<file path="src/verilog/game_pkg.sv">
package game_pkg;

	// Screens shown by the game
	typedef enum logic [1:0] {
		SCREEN_LOGO        = 2'd0,  // Title screen, waits for start
		SCREEN_PLAY        = 2'd1,  // Countdown running, hits count
		SCREEN_LEADERBOARD = 2'd2   // Final scores, waits for play again
	} game_screen_e;

	// House chosen by a player's switches
	typedef enum logic [2:0] {
		HOUSE_NONE       = 3'd0,
		HOUSE_GRYFFINDOR = 3'd1,
		HOUSE_SLYTHERIN  = 3'd2,
		HOUSE_HUFFLEPUFF = 3'd3,
		HOUSE_RAVENCLAW  = 3'd4
	} house_e;

	localparam int SCORE_W = 14;                             // Holds up to 16383
	localparam logic [SCORE_W-1:0] SCORE_MAX = 14'd9999;     // Four display digits

	// One decoded hit from the target board
	typedef struct packed {
		logic   hit;      // Single cycle strobe
		house_e house;    // House at time of the hit
		logic   doubled;  // Snitch window active
	} hit_event_t;

	// Packed decimal score for the display
	typedef struct packed {
		logic [3:0] thousands;
		logic [3:0] hundreds;
		logic [3:0] tens;
		logic [3:0] ones;
	} bcd_digits_t;

	// Points awarded for one hit by house
	function automatic logic [3:0] house_points(input house_e house);
		logic [3:0] points;
		case (house)
			HOUSE_GRYFFINDOR: points = 4'd4;
			HOUSE_SLYTHERIN:  points = 4'd3;
			HOUSE_HUFFLEPUFF: points = 4'd2;
			HOUSE_RAVENCLAW:  points = 4'd1;
			default:          points = 4'd1;  // No house still scores
		endcase
		return points;
	endfunction

endpackage

</file>
<file path="src/verilog/game_top.sv">
module game_top import game_pkg::*; #(
	parameter int TICKS_PER_SECOND = 50_000_000,  // 50 MHz board clock
	parameter int GAME_SECONDS     = 60,
	parameter int SNITCH_SECONDS   = 10
) (
	input  logic         clock,
	input  logic         reset,
	input  logic [15:0]  ir_in_p1,         // Infrared receiver readings
	input  logic [15:0]  ir_in_p2,
	input  logic [3:0]   house_p1,         // Switches {G, S, H, R}
	input  logic [3:0]   house_p2,
	input  logic         two_player_mode,
	input  logic         start,
	input  logic         end_game_early,
	input  logic         play_again,
	output game_screen_e screen,
	output logic [6:0]   seconds_left,
	output logic         snitch_powerup,
	output bcd_digits_t  p1_digits,
	output bcd_digits_t  p2_digits,
	output logic         p1_digits_valid,
	output logic         p2_digits_valid
);

	logic               game_start;  // Clears both scores
	hit_event_t         hit_p1;
	hit_event_t         hit_p2;
	logic [SCORE_W-1:0] score_p1;
	logic [SCORE_W-1:0] score_p2;

	screen_timer #(
		.TICKS_PER_SECOND(TICKS_PER_SECOND),
		.GAME_SECONDS    (GAME_SECONDS),
		.SNITCH_SECONDS  (SNITCH_SECONDS)
	) u_timer (
		.clock         (clock),
		.reset         (reset),
		.start         (start),
		.end_game_early(end_game_early),
		.play_again    (play_again),
		.screen        (screen),
		.seconds_left  (seconds_left),
		.snitch_powerup(snitch_powerup),
		.game_start    (game_start)
	);

	ir_hit_decode u_decode (
		.clock          (clock),
		.reset          (reset),
		.ir_in_p1       (ir_in_p1),
		.ir_in_p2       (ir_in_p2),
		.house_p1       (house_p1),
		.house_p2       (house_p2),
		.two_player_mode(two_player_mode),
		.screen         (screen),
		.snitch_powerup (snitch_powerup),
		.hit_p1         (hit_p1),
		.hit_p2         (hit_p2)
	);

	// Per player scoring and display conversion
	score_calc u_score_p1 (.clock(clock), .reset(reset), .hit(hit_p1),
		.game_start(game_start), .score(score_p1));
	score_calc u_score_p2 (.clock(clock), .reset(reset), .hit(hit_p2),
		.game_start(game_start), .score(score_p2));

	score_to_digits u_digits_p1 (.clock(clock), .reset(reset), .score(score_p1),
		.digits(p1_digits), .digits_valid(p1_digits_valid));
	score_to_digits u_digits_p2 (.clock(clock), .reset(reset), .score(score_p2),
		.digits(p2_digits), .digits_valid(p2_digits_valid));

endmodule

</file>
<file path="src/verilog/ir_hit_decode.sv">
module ir_hit_decode import game_pkg::*; (
	input  logic         clock,
	input  logic         reset,
	input  logic [15:0]  ir_in_p1,         // Player 1 target sensors
	input  logic [15:0]  ir_in_p2,         // Player 2 target sensors
	input  logic [3:0]   house_p1,         // Switches {G, S, H, R}
	input  logic [3:0]   house_p2,
	input  logic         two_player_mode,  // Enables player 2
	input  game_screen_e screen,
	input  logic         snitch_powerup,
	output hit_event_t   hit_p1,
	output hit_event_t   hit_p2
);

	logic board_p1;         // Any sensor lit
	logic board_p2;
	logic board_p1_q;       // Previous sample for edge detect
	logic board_p2_q;
	logic playing;          // Hits only count on play screen
	hit_event_t event_p1;   // Next event before register
	hit_event_t event_p2;

	// Priority G over S over H over R
	function automatic house_e house_select(input logic [3:0] sw);
		house_e house;
		if (sw[3])      house = HOUSE_GRYFFINDOR;
		else if (sw[2]) house = HOUSE_SLYTHERIN;
		else if (sw[1]) house = HOUSE_HUFFLEPUFF;
		else if (sw[0]) house = HOUSE_RAVENCLAW;
		else            house = HOUSE_NONE;
		return house;
	endfunction

	assign board_p1 = |ir_in_p1;  // Collapse board to one bit
	assign board_p2 = |ir_in_p2;
	assign playing  = (screen == SCREEN_PLAY);

	always_comb begin
		event_p1.hit     = board_p1 & ~board_p1_q & playing;  // Rising edge only
		event_p1.house   = house_select(house_p1);
		event_p1.doubled = snitch_powerup;
		event_p2.hit     = board_p2 & ~board_p2_q & playing & two_player_mode;
		event_p2.house   = house_select(house_p2);
		event_p2.doubled = snitch_powerup;
	end

	always_ff @(posedge clock) begin
		if (reset) begin
			board_p1_q <= 1'b0;
			board_p2_q <= 1'b0;
			hit_p1     <= '{hit: 1'b0, house: HOUSE_NONE, doubled: 1'b0};
			hit_p2     <= '{hit: 1'b0, house: HOUSE_NONE, doubled: 1'b0};
		end else begin
			board_p1_q <= board_p1;
			board_p2_q <= board_p2;
			hit_p1     <= event_p1;  // One cycle after the edge
			hit_p2     <= event_p2;
		end
	end

endmodule

</file>
<file path="src/verilog/score_calc.sv">
module score_calc import game_pkg::*; (
	input  logic               clock,
	input  logic               reset,
	input  hit_event_t         hit,         // From the decode stage
	input  logic               game_start,  // Clears score for a new game
	output logic [SCORE_W-1:0] score
);

	logic [3:0]       base_points;  // House lookup
	logic [3:0]       points;       // After snitch doubling
	logic [SCORE_W:0] sum;          // One extra bit for overflow check
	logic [SCORE_W-1:0] score_next;

	always_comb begin
		base_points = house_points(hit.house);
		if (hit.doubled) begin
			points = base_points << 1;  // Snitch doubles, max 8
		end else begin
			points = base_points;
		end
	end

	assign sum = {1'b0, score} + {{(SCORE_W - 3){1'b0}}, points};

	// Clamp at the four digit limit
	always_comb begin
		if (sum > {1'b0, SCORE_MAX}) begin
			score_next = SCORE_MAX;
		end else begin
			score_next = sum[SCORE_W-1:0];
		end
	end

	always_ff @(posedge clock) begin
		if (reset) begin
			score <= '0;
		end else if (game_start) begin
			score <= '0;          // New game wins over a stray hit
		end else if (hit.hit) begin
			score <= score_next;  // Edge after the hit event
		end
	end

endmodule

</file>
<file path="src/verilog/score_to_digits.sv">
module score_to_digits import game_pkg::*; (
	input  logic               clock,
	input  logic               reset,
	input  logic [SCORE_W-1:0] score,
	output bcd_digits_t        digits,
	output logic               digits_valid  // Low while converting
);

	typedef enum logic {
		CONV_IDLE  = 1'b0,  // Waiting for a new score
		CONV_SHIFT = 1'b1   // Running double dabble
	} conv_state_e;

	localparam logic [3:0] SHIFT_LAST = 4'(SCORE_W - 1);

	conv_state_e        state;
	logic [3:0]         shift_count;  // Shifts done so far
	logic [SCORE_W-1:0] last_score;   // Value behind current digits
	logic [SCORE_W-1:0] bin_q;        // Binary bits still to shift in
	logic [15:0]        bcd_q;        // Partial BCD result
	logic [15:0]        bcd_adj;      // After add three correction
	logic [15:0]        bcd_next;     // After the shift

	// Add three to every digit of five or more, then shift
	always_comb begin
		bcd_adj = bcd_q;
		for (int i = 0; i < 4; i++) begin
			if (bcd_adj[4*i +: 4] >= 4'd5) begin
				bcd_adj[4*i +: 4] = bcd_adj[4*i +: 4] + 4'd3;
			end
		end
		bcd_next = {bcd_adj[14:0], bin_q[SCORE_W-1]};
	end

	always_ff @(posedge clock) begin
		if (reset) begin
			state        <= CONV_IDLE;
			shift_count  <= 4'd0;
			last_score   <= '0;
			digits       <= '0;  // Zero score shows as valid zeros
			digits_valid <= 1'b1;
		end else begin
			case (state)
				CONV_IDLE: begin
					if (score != last_score) begin
						last_score   <= score;  // Load cycle
						shift_count  <= 4'd0;
						digits_valid <= 1'b0;
						state        <= CONV_SHIFT;
					end
				end
				CONV_SHIFT: begin
					if (shift_count == SHIFT_LAST) begin
						digits       <= bcd_digits_t'(bcd_next);
						digits_valid <= 1'b1;
						state        <= CONV_IDLE;  // Next pass catches later changes
					end else begin
						shift_count <= shift_count + 4'd1;
					end
				end
				default: state <= CONV_IDLE;
			endcase
		end
	end

	// Datapath registers follow the state machine
	always_ff @(posedge clock) begin
		if (state == CONV_IDLE) begin
			bin_q <= score;
			bcd_q <= 16'd0;
		end else begin
			bin_q <= bin_q << 1;
			bcd_q <= bcd_next;
		end
	end

endmodule

</file>
<file path="src/verilog/screen_timer.sv">
module screen_timer import game_pkg::*; #(
	parameter int TICKS_PER_SECOND = 50_000_000,  // Clock cycles per game second
	parameter int GAME_SECONDS     = 60,          // Length of one game
	parameter int SNITCH_SECONDS   = 10           // Final doubling window
) (
	input  logic         clock,
	input  logic         reset,
	input  logic         start,           // Pulse, logo screen only
	input  logic         end_game_early,  // Pulse, play screen only
	input  logic         play_again,      // Pulse, leaderboard only
	output game_screen_e screen,
	output logic [6:0]   seconds_left,
	output logic         snitch_powerup,
	output logic         game_start       // First cycle of play
);

	localparam int TICK_W = (TICKS_PER_SECOND > 1) ? $clog2(TICKS_PER_SECOND) : 1;
	localparam logic [TICK_W-1:0] TICK_LAST = TICK_W'(TICKS_PER_SECOND - 1);
	localparam logic [6:0] GAME_LOAD    = 7'(GAME_SECONDS);
	localparam logic [6:0] SNITCH_LIMIT = 7'(SNITCH_SECONDS);

	game_screen_e      screen_next;
	logic [TICK_W-1:0] tick_count;   // Cycles within current second
	logic              start_game;   // Accepted start pulse
	logic              second_done;  // Last tick of a game second
	logic              time_up;      // Countdown about to hit zero

	assign start_game  = (screen == SCREEN_LOGO) && start;
	assign second_done = (screen == SCREEN_PLAY) && (tick_count == TICK_LAST);
	assign time_up     = second_done && (seconds_left <= 7'd1);

	// Window covers the last few seconds but never zero
	assign snitch_powerup = (screen == SCREEN_PLAY) &&
		(seconds_left != 7'd0) && (seconds_left <= SNITCH_LIMIT);

	always_comb begin
		screen_next = screen;
		case (screen)
			SCREEN_LOGO: begin
				if (start) begin
					screen_next = SCREEN_PLAY;
				end
			end
			SCREEN_PLAY: begin
				if (end_game_early || time_up) begin
					screen_next = SCREEN_LEADERBOARD;  // Same edge as last decrement
				end
			end
			SCREEN_LEADERBOARD: begin
				if (play_again) begin
					screen_next = SCREEN_LOGO;
				end
			end
			default: screen_next = SCREEN_LOGO;  // Unused encoding recovers
		endcase
	end

	always_ff @(posedge clock) begin
		if (reset) begin
			screen       <= SCREEN_LOGO;
			seconds_left <= 7'd0;
			tick_count   <= '0;
			game_start   <= 1'b0;
		end else begin
			screen     <= screen_next;
			game_start <= start_game;  // One cycle pulse
			if (start_game) begin
				seconds_left <= GAME_LOAD;
				tick_count   <= '0;
			end else if ((screen == SCREEN_PLAY) && !end_game_early) begin
				if (second_done) begin
					tick_count <= '0;
					if (seconds_left != 7'd0) begin
						seconds_left <= seconds_left - 7'd1;
					end
				end else begin
					tick_count <= tick_count + 1'b1;
				end
			end
			// Early end freezes seconds_left for the leaderboard
		end
	end

endmodule
</file>
<file path="config.mk">
export PLATFORM = sky130hd
export DESIGN_NAME = game_top
export DESIGN_NICKNAME = d
export VERILOG_FILES = /design/src/verilog/game_pkg.sv /design/src/verilog/game_top.sv /design/src/verilog/ir_hit_decode.sv /design/src/verilog/score_calc.sv /design/src/verilog/score_to_digits.sv /design/src/verilog/screen_timer.sv
export SDC_FILE = /design/constraint.sdc
export NUM_CORES = 1
export LEC_CHECK = 0
export BUFFER_PORTS_ARGS = -buffer_cell sky130_fd_sc_hd__buf_2
export CORE_MARGIN = 3
export CORE_UTILIZATION = 30
export CTS_BUF_LIST = sky130_fd_sc_hd__clkbuf_4
export DETAILED_ROUTE_END_ITERATION = 7
export GPL_TIMING_DRIVEN = 1
export HOLD_SLACK_MARGIN = 0.1
export MAX_ROUTING_LAYER = met4
export PLACE_DENSITY = 0.53
export SLEW_MARGIN = 20
export SYNTH_ARGS = -nofsm -noshare
export SYNTH_HDL_FRONTEND = slang
export SYNTH_SLANG_ARGS = --single-unit
</file>
<file path="constraint.sdc">
create_clock -name clock -period 2.8 [get_ports clock]
set_clock_uncertainty 0.05 [all_clocks]
set_input_delay 0.42 -clock clock [delete_from_list [all_inputs] [get_ports clock]]
set_output_delay 0.42 -clock clock [all_outputs]
set_load 0.05 [all_outputs]
</file>
# Yosys cells after proc, flatten, opt, wreduce, memory -nomap -nowiden
# Cells that the tools add are included.
# W data, S select, Z words.
[totals]
regBits = 207
input_bits = 46
[op_classes]
add_sub_neg = 14
order_cmp = 12
eq_ne = 22
mux = 51
n_bitwise = 9
n_reduce_logical = 32
[ops]
columns = ["op", "count"]
rows = [
  ["$mux W14", 4],
  ["$mux W4", 12],
  ["$ge A4 B3 Y1 const B", 8],
  ["$reduce_or A16 Y1", 2],
  ["$add A14 B4 Y15", 2],
  ["$gt A15 B14 Y1 const B", 2],
  ["$ne A14 B14 Y1", 2],
  ["$add A26 B1 Y26 const B", 1],
  ["$eq A26 B26 Y1 const B", 1],
  ["$mux W26", 1],
  ["$add A4 B2 Y4 const B", 6],
  ["$mux W6", 4],
  ["$pmux W3 S3", 2],
  ["$pmux W4 S2", 2],
  ["$reduce_and A2 Y1", 8],
  ["$mux W2", 7],
  ["$ne A2 B2 Y1 const B", 7],
  ["$eq A3 B2 Y1 const B", 4],
  ["$mux W3", 4],
  ["$mux W1", 10],
  ["$reduce_and A3 Y1", 3],
  ["$add A4 B1 Y4 const B", 2],
  ["$eq A4 B4 Y1 const B", 2],
  ["$pmux W1 S2", 4],
  ["19 further kinds", 40],
]

# Logic depth before layout (Yosys ltp)
# Gate-level depths: netlist of the first run.
[logic_depth]
depth_word = 6
ltp_mapped = 13

# Cells and area by module
# Synthesis of the first run repeated with hierarchy kept, for this count alone.
[hier_totals]
hier_cells = 1123
hier_area_um2 = 10192.3
[by_module_without_submodules]
columns = ["module", "n_inst", "cells_each", "area_per_inst_um2", "seq_area_each_um2"]
rows = [
  ["score_to_digits", 2, 288, 2821.5, 1321.3],
  ["score_calc", 2, 139, 1136.1, 280.3],
  ["screen_timer", 1, 226, 1848.0, 720.7],
  ["ir_hit_decode", 1, 43, 429.2, 220.2],
]

# Worst setup path before layout of the first run
# OpenSTA, ideal clock, no wires.
[synth_timing]
path_type = "register -> register"
startpoint = "register, netlist name u_decode.hit_p1[0]"
endpoint = "register u_score_p1.score[4]"
setup_time_ns = 0.078
arrival_time_ns = 2.642
slack_ns = 0.031
path_stages_with_launch = 13
path_cell_list = "dfxtp_1 > clkbuf_1 > a21oi_1 > a21oi_1 > inv_1 > fa_1 > nand2b_1 > a21oi_2 > nor4b_1 > a211oi_1 > o21a_1 > o211a_1 > nor3_1"
[synth_via]
elab_chain_cells = 4
[synth_rtl]
columns = ["element", "line", "rtl"]
rows = [
  ["$mux W4 (*)", "score_calc.sv:16", "if (hit.doubled) begin"],
  ["$add A14 B4 Y15 (*)", "score_calc.sv:23", "assign sum = {1'b0, score} + {{(SCORE_W - 3){1'b0}}, points};"],
  ["$gt A15 B14 Y1", "score_calc.sv:27", "if (sum > {1'b0, SCORE_MAX}) begin"],
  ["$mux W14 (*)", "score_calc.sv:27", ""],
  ["to (signal assigned)", "score_calc.sv:40", "score <= score_next;"],
  ["to (decl)", "score_calc.sv:6", "output logic [SCORE_W-1:0] score"],
]
# Mark *: on every way between the ends. The rest lies on a longest branch, timed or not.
# A chain may end at the register's enable or synchronous reset.

# Worst setup path after layout of the first run
[layout_timing]
startpoint = "register, netlist name u_decode.hit_p2[1]"
endpoint = "register u_score_p2.score[1]"
[layout_via]
elab_chain_cells = 6
word_cells_on_any_way = 8
cone_classes = "add/sub (1); order compare (1); eq/ne (3); mux (3)"
[layout_rtl]
columns = ["element", "line", "rtl"]
rows = [
  ["$eq A3 B2 Y1 or $eq A3 B1 Y1 (tied branches)", "game_pkg.sv:40", "case (house)"],
  ["$pmux W3 S3 (*)", "game_pkg.sv:40", ""],
  ["$mux W4 (*)", "score_calc.sv:16", ""],
  ["$add A14 B4 Y15 (*)", "score_calc.sv:23", ""],
  ["$gt A15 B14 Y1", "score_calc.sv:27", ""],
  ["$mux W14 (*)", "score_calc.sv:27", ""],
  ["to (signal assigned)", "score_calc.sv:40", ""],
  ["to (decl)", "score_calc.sv:6", ""],
]
# Marks and branches as above.

==> results of run 1 <==
-- area by class of cell --
class                           instances  area [um^2]  area share [%]
Multi-Input combinational cell        769         5390            44.8
Sequential cell                       207         4150            34.5
Timing Repair Buffer                  165         1080            8.96
Clock buffer                           86          646            5.37
Tap cell                              396          495            4.12
Inverter                               42          158            1.31
Clock inverter                         12          103           0.854
Antenna cell                            1         2.50          0.0208
-- power breakdown --
| part | internal (mW) | total (mW) | leakage [nW] | switching [mW] |
|---|---|---|---|---|
| Sequential | 2.98 | 3.02 | 1.67 | 0.0422 |
| Clock | 1.57 | 2.80 | 0.443 | 1.23 |
| Combinational | 0.161 | 0.401 | 2.86 | 0.240 |
-- metrics by stage --
step | instances | hold slack [ns] | setup TNS (ns) | power [mW]
2_1_floorplan | 1079 | 0.323 | 0 | 3.33
3_3_place_gp | 1553 | 0.354 | -0.0609 | 3.46
3_5_place_dp | 1553 | 0.355 | -0.515 | 3.46
4_1_cts | 1670 | 0.113 | 0 | 6.35
5_1_grt | 1678 | 0.125 | -0.279 | 6.57
6_report | 1678 | 0.123 | 0 | 6.22
-- logic make-up after synthesis --
kind of cell    count (synthesis)
buf+inv                       103
mux                            60
compound gates                184
fa+ha+maj                      35
xor+xnor                       79
flops                         207
simple gates                  411
-- per-layer routing --
layer,global-route usage (%),vias up
met5,-,-
met4,4.35,0
met3,2.53,42
met2,20.7,169
met1,16.9,3683
li1,-,4090
-- cell usage after synthesis (23+ instances only) --
master    instances
a21oi_1          72
and2_1           23
clkbuf_1         42
dfxtp_1         207
ha_1             33
inv_1            42
mux2i_1          39
nand2_1          76
nand3_1          23
nor2_1          128
nor2b_1          25
nor3_1           23
o21ai_0          34
xnor2_1          25
xor2_1           54
-- worst max path at each step --
stage | from | end | cells past startpoint
6_report | u_decode.hit_p2[1] | u_score_p2.score[1] | 13
5_1_grt | u_decode.hit_p2[1] | u_score_p2.score[1] | 13
4_1_cts | u_decode.hit_p1[0] | u_score_p1.score[5] | 13
3_5_place_dp | u_decode.hit_p2[2] | u_score_p2.score[6] | 11
3_3_place_gp | u_decode.hit_p2[1] | u_score_p2.score[6] | 11
2_1_floorplan | u_decode.hit_p1[0] | u_score_p1.score[4] | 12
-- critical path: stages, from the launching register on --
cell and delay (ns):
dfxtp_1 0.31, nor2b_2 0.15, nand2_1 0.08, nor2_1 0.05, ha_1 0.38, nand3_1 0.16, o22ai_4 0.26, buf_4 0.17
mux2i_1 0.16, o22ai_1 0.10, o21ai_2 0.31, a21oi_4 0.14, buf_4 0.17, a31oi_1 0.16
-- flip-flops by register name, indices dropped and copies added, names as in the netlist, 16 cells and up --
signal / count
u_digits_p2.bcd_q: 16
u_digits_p1.digits: 16
u_digits_p2.digits: 16
u_timer.tick_count: 26
u_digits_p1.bcd_q: 16
-- timing repair --
item	in CTS	in global routing
pin swaps	2	23
endpoints found under the hold margin	21	0
hold buffers	19	0
endpoints found under the setup margin	21	27
gates resized for setup	13	55
setup buffers	0	7
==> summary.md, run 1 <==
| Metric | Value |
|---|---|
| Status | `finished, final reports clean` |
| Area growth syn-to-layout | `25.0%` |
| DIE HEIGHT | `185 um` |
| Max-slew violations | `0` |
| Ys async rst share | `0%` |
| Xor and xnor area share after synthesis | `7.19%` |
| DRC | `0` |
| Sink Count | `207` |
| Htree depth | `2` |
| Layout cell share with drive strength beyond 1 | `25.2%` |
| Core area | `31,100 um^2` |
| Worst r2r dst | `u_score_p2.score[1]` |
| Final net count | `1,322` |
| Crit. End Element | `register` |
| Yosys reg bits | `207` |
| Vias per cell | `4.76` |
| Largest family of logic cells by synthesized area | `simple AND/OR/NAND/NOR gates` |
| Syn Std Cell Area | `9620 um^2` |
| Worst hold path depth | `3` |
| Worst EP required | `3.33 ns` |
| Met1 WL | `10,700 um` |
| Number of clock buffers inserted by TritonCTS | `56` |
| DR WL/cell | `13.2 um` |
| Worst slew margin | `27.4%` |
| Synth Area in Simple Gates | `22.4%` |
| Critical Path AT | `3.25 ns` |
| Final Wtd Congestion | `0.838` |
| Routed wl met2 | `9990 um` |
| Max-cap violations | `0` |
| Starting Density | `31.0%` |
| Post-synthesis sequential area ratio | `43.1%` |
| Largest net degree at the start of global routing | `69` |
| Dpl ws | `-0.0789 ns` |
| CP startpoint kind | `register` |
| Final instance area | `12,000 um^2` |
| Worst reg2reg path startpoint | `u_decode.hit_p2[1]` |
| Die W | `185 um` |
| F_max | `0.367 GHz` |
| Total GRT Usage | `13.1%` |
| Most frequent cells in the layout | `dfxtp_1 (205), nor2_1 (127), buf_2 (88)` |
| Setup ws final | `0.0719 ns` |
| Area contributors post-synth | `dfxtp_1 (43%), nor2_1 (5.0%), xor2_1 (4.9%), ha_1 (4.3%), mux2i_1 (4.1%)` |
| Vias | `7,984` |
| Critical path class | `register to register` |
| Ports | `90` |
| Number of nets with antenna violations after routing | `0` |
| Root buffer cell | `clkbuf_4` |
| FF-to-FF path depth | `13` |
| Min-Delay Path Class | `input port to register` |
| Number of placement rows | `64` |
| DR WL met3 | `990 um` |
| Synthesized area per cell | `8.91 um^2` |
| Synth cell types | `69` |
| Critical path fanouts, max | `7` |
| CTS Buffer Depth | `3` |
| WL final | `22,100 um` |
| Filler instances | `3,205` |
| Worst slew pin tran | `1.08 ns` |
| Leak Pwr | `4.97 nW` |
| Mapped Cells | `1,079` |
| Drt initial violations | `326` |
| Setup Viol. Count Final | `0` |
| Drt pass-1 iters | `5` |
| Clock transition at the registers of the reported paths | `0.06 ns` |
| Post-synthesis mux area share | `6.52%` |
| Vias in the first global route | `7,737` |
| Post-DP Area | `10,700 um^2` |
| Synth top area share | `43.1%` |
| Final Hold Viols | `0` |
| Cell taking the most area after synthesis | `dfxtp_1` |
| Worst hold path endpoint | `u_decode.board_p1_q` |
| Worst vdd ir | `0.326 mV` |
| Overall die area | `34,200 um^2` |
| Period minus WS final | `2.73 ns` |
| Synth Area in Compound Gates | `11.7%` |
| Final core utilization | `38.7%` |
| Yosys warns | `0` |
| Most common cell after layout, fill and taps aside | `dfxtp_1` |
| Fin crit share | `97.4%` |
| Uppermost layer routed | `met4` |
| Post-synth EDFFs | `0` |
| Global route total overflow | `0` |
| R2R setup slack | `0.07 ns` |
| Unrepaired setup endpoints after global routing | `true` |
| Synth Flop Type | `dfxtp_1` |
| Port Buffers | `89` |
| Initial antenna violation count | `1` |
| First-pass GRT wire length | `36,600 um` |
| Skew-Pair Late Insertion Delay | `0.68 ns` |
| Final HPWL DP | `15,000 um` |
| Post-Syn Nets | `1,160` |
| Adder-Cell Fraction of Synth Area | `4.71%` |
| CTS tree | `done` |
| Pwr/cell area | `518 nW/um^2` |
| Hold_sp | `ir_in_p1[14]` |
Power figures use the tool's default switching activity.
==> run 2: changes to the inputs <==
--- a/config.mk
+++ b/config.mk
@@ -8,7 +8,7 @@
 export BUFFER_PORTS_ARGS = -buffer_cell sky130_fd_sc_hd__buf_2
 export CORE_MARGIN = 3
 export CORE_UTILIZATION = 30
-export CTS_BUF_LIST = sky130_fd_sc_hd__clkbuf_4
+export CTS_BUF_LIST = sky130_fd_sc_hd__clkbuf_8
 export DETAILED_ROUTE_END_ITERATION = 7
 export GPL_TIMING_DRIVEN = 1
 export HOLD_SLACK_MARGIN = 0.1
==> run 2 against run 1 <==
Effect of this change: combinational power decreased by 1%; sequential cell count is the same; worst hold slack better by 0.024 ns; sequential share of layout area up 0.42 points; die area unchanged; register-to-register slack hardly changed; total power fell by 1.6%; fmax hardly changed; via count down 2.4%; clock-buffer cell count down 43; final cell count down 3.0%; final area decreased by 1.1%; critical endpoint is now u_score_p1.score[5]; largest cell class unchanged.
==> summary.md, run 2 (same netlist as run 1, synthesis figures left out) <==
| Metric | Value |
|---|---|
| Final core utilization | `38.2% (was 38.7%)` |
| Layout cell share with drive strength beyond 1 | `23.5% (was 25.2%)` |
| Internal | `4.62 mW (was 4.71 mW)` |
| FF-to-FF path depth | `13 (unchanged)` |
| Worst reg2reg path startpoint | `u_decode.hit_p1[0] (was u_decode.hit_p2[1])` |
| Power Total | `6.12 mW (was 6.22 mW)` |
| Worst vdd ir | `0.217 mV (was 0.326 mV)` |
| Final Hold Viols | `0 (unchanged)` |
| Worst r2r dst | `u_score_p1.score[5] (was u_score_p2.score[1])` |
| DR WL/cell | `13.5 um (was 13.2 um)` |
| Number of clock buffers inserted by TritonCTS | `37 (was 56)` |
| Ports | `90 (unchanged)` |
| Pwr/cell area | `515 nW/um^2 (was 518 nW/um^2)` |
| Largest net degree at the start of global routing | `69 (unchanged)` |
| Crit. End Element | `register (unchanged)` |
| Worst slew pin tran | `1.09 ns (was 1.08 ns)` |
| Clock share of power | `44.2% (was 45.0%)` |
| Post-DP Area | `10,700 um^2 (unchanged)` |
| R2R setup slack | `0.07 ns (about the same)` |
| CTS Buffer Depth | `3 (unchanged)` |
| Max-cap violations | `0 (unchanged)` |
| Core area | `31,100 um^2 (unchanged)` |
| Htree depth | `2 (unchanged)` |
| Vias per cell | `4.78 (was 4.76)` |
| Die W | `185 um (unchanged)` |
| Crit-path cells | `buf_6, nor2_1, nand2_1, a21oi_2, ha_2, nand2b_4, a21oi_4, buf_6, or3b_2, o311ai_4, o21a_1, o211a_4, nor3_2 (was nor2b_2, nand2_1, nor2_1, ha_1, nand3_1, o22ai_4, buf_4, mux2i_1, o22ai_1, o21ai_2, a21oi_4, buf_4, a31oi_1)` |
| Comb power frac | `6.5% (was 6.4%)` |
| Most common cell after layout, fill and taps aside | `dfxtp_1 (unchanged)` |
| Drt pass-1 iters | `5 (unchanged)` |
| CTS tree | `done (unchanged)` |
| Global route total overflow | `0 (unchanged)` |
| DRC | `0 (unchanged)` |
| Critical path fanouts, max | `7 (unchanged)` |
| Worst EP required | `3.13 ns (was 3.33 ns)` |
| Min-Delay Path Class | `input port to register (unchanged)` |
| Worst hold path depth | `4 (was 3)` |
| Final net count | `1,291 (was 1,322)` |
| Hold_sp | `house_p1[2] (was ir_in_p1[14])` |
| Area growth syn-to-layout | `23.6% (was 25.0%)` |
| Status | `finished, final reports clean (unchanged)` |
| Vias | `7,789 (was 7,984)` |
| Sw Ratio | `24.5% (was 24.3%)` |
| DIE HEIGHT | `185 um (unchanged)` |
| Number of placement rows | `64 (unchanged)` |
| Root buffer cell | `clkbuf_8 (was clkbuf_4)` |
| Critical Path AT | `3.06 ns (was 3.25 ns)` |
| Worst path max stage delay | `0.51 ns (was 0.38 ns)` |
| Total GRT Usage | `12.9% (was 13.1%)` |
| Sink Count | `207 (unchanged)` |
| Skew-Pair Late Insertion Delay | `0.53 ns (was 0.68 ns)` |
| Worst slew margin | `26.8% (was 27.4%)` |
| Net Sw Power | `1.50 mW (was 1.51 mW)` |
| Overall die area | `34,200 um^2 (unchanged)` |
| Sequential share of power | `49.4% (was 48.5%)` |
| Critical path class | `register to register (unchanged)` |
| Worst hold path endpoint | `u_decode.hit_p1[1] (was u_decode.board_p1_q)` |
| F_max | `0.366 GHz (was 0.367 GHz)` |
| Starting Density | `31.0% (unchanged)` |
| Most frequent cells in the layout | `dfxtp_1 (203), nor2_1 (125), buf_2 (88) (was dfxtp_1 (205), nor2_1 (127), buf_2 (88))` |
| Period minus WS final | `2.73 ns (about the same)` |
| Initial antenna violation count | `0 (was 1)` |
| Port Buffers | `89 (unchanged)` |
| Largest register by flop count | `u_timer.tick_count (unchanged)` |
| Fin crit share | `97.4% (about the same)` |
| WL final | `21,900 um (was 22,100 um)` |
| Final Wtd Congestion | `0.838 (unchanged)` |
| Vias in the first global route | `7,460 (was 7,737)` |
| Max-slew violations | `0 (unchanged)` |
| CP startpoint kind | `register (unchanged)` |
| Setup_tns | `0 ns (unchanged)` |
| Unrepaired setup endpoints after global routing | `true (unchanged)` |
| Final instance area | `11,900 um^2 (was 12,000 um^2)` |
| First-pass GRT wire length | `35,900 um (was 36,600 um)` |
| Clock transition at the registers of the reported paths | `0.06 ns (about the same)` |
| Final HPWL DP | `15,000 um (unchanged)` |
| Drt initial violations | `350 (was 326)` |
| Setup Viol. Count Final | `0 (unchanged)` |
| CP most frequent cell | `buf_6 (was buf_4)` |
| Max reg flops | `26 (unchanged)` |
| # diodes | `0 (was 1)` |
| Leak Pwr | `4.87 nW (was 4.97 nW)` |
| Slowest CP cell | `or3b_2 (was ha_1)` |
| Number of nets with antenna violations after routing | `0 (unchanged)` |
[run 2: cell count changes in the layout (fill, tap and decap cells not counted), moves of 3 or more]
cell and change:
clkinv_1 -9, clkinv_2 +3, a21oi_1 -3, inv_1 +11, dlygate4sd3_1 -12, clkbuf_4 -86, clkbuf_8 +43
[run 2: worst max-delay path by stage]
stage,from,end,slack [ns],cells after the start
after global routing,u_decode.hit_p2[1],u_score_p2.score[10],-0.04,13
after detailed placement,u_decode.hit_p2[2],u_score_p2.score[6],-0.08,11
after floorplan,u_decode.hit_p1[0],u_score_p1.score[4],0.03,12
after global placement,u_decode.hit_p2[1],u_score_p2.score[6],-0.02,11
final,u_decode.hit_p1[0],u_score_p1.score[5],0.07,13
after CTS,u_decode.hit_p1[0],u_score_p1.score[5],0.008,13
[run 2: power by group through the flow]
stage | Clock (mW) | Combinational, mW | Sequential, mW
after floorplan | 0 | 0.230 | 3.11
after detailed placement | 0 | 0.376 | 3.09
after global placement | 0 | 0.376 | 3.08
final | 2.71 | 0.396 | 3.02
after global routing | 2.96 | 0.439 | 3.03
after CTS | 2.82 | 0.386 | 3.02
[run 2: per-stage QoR]
stage / worst slack, ns / hold WS (ns) / std cells
CTS: 0.00839 / 0.116 / 1621
floorplan: 0.0306 / 0.323 / 1079
global placement: -0.0245 / 0.354 / 1553
global route: -0.0358 / 0.152 / 1628
finish: 0.0714 / 0.147 / 1628
detailed placement: -0.0789 / 0.355 / 1553
[run 2: what timing repair did]
item | CTS | global route
endpoints found under the hold margin | 10 | 0
hold buffers | 7 | 0
buffers inserted | 0 | 7
gates cloned | 0 | 0
setup endpoints to repair | 23 | 26
pin swaps | 1 | 29
gates resized for setup | 13 | 63
[run 2: worst max-delay path: cells and delay by family (launching register included)]
family,cells,cell delay (ns)
buf+inv,2,0.28
fa+ha+maj,1,0.31
flops,1,0.36
compound gates,5,0.77
simple gates,5,0.80
[run 2: layout make-up]
class | count | area (um^2)
well taps | 396 | 495
multi-input cells | 769 | 5420
clock inverters | 18 | 114
inverters | 42 | 158
flip-flops and latches | 207 | 4150
fillers | 3187 | 19200
repair buffers | 153 | 953
clock buffers | 43 | 592
[run 2: per-layer routing]
metal  vias up  share of wire [%]  global-route usage (%)
li1       3985                  -                       -
met1      3622                 49                    17.0
met2       153                 45                    20.3
met3        29                4.5                    2.32
met4         0                1.6                    3.78
met5         -                  0                       -
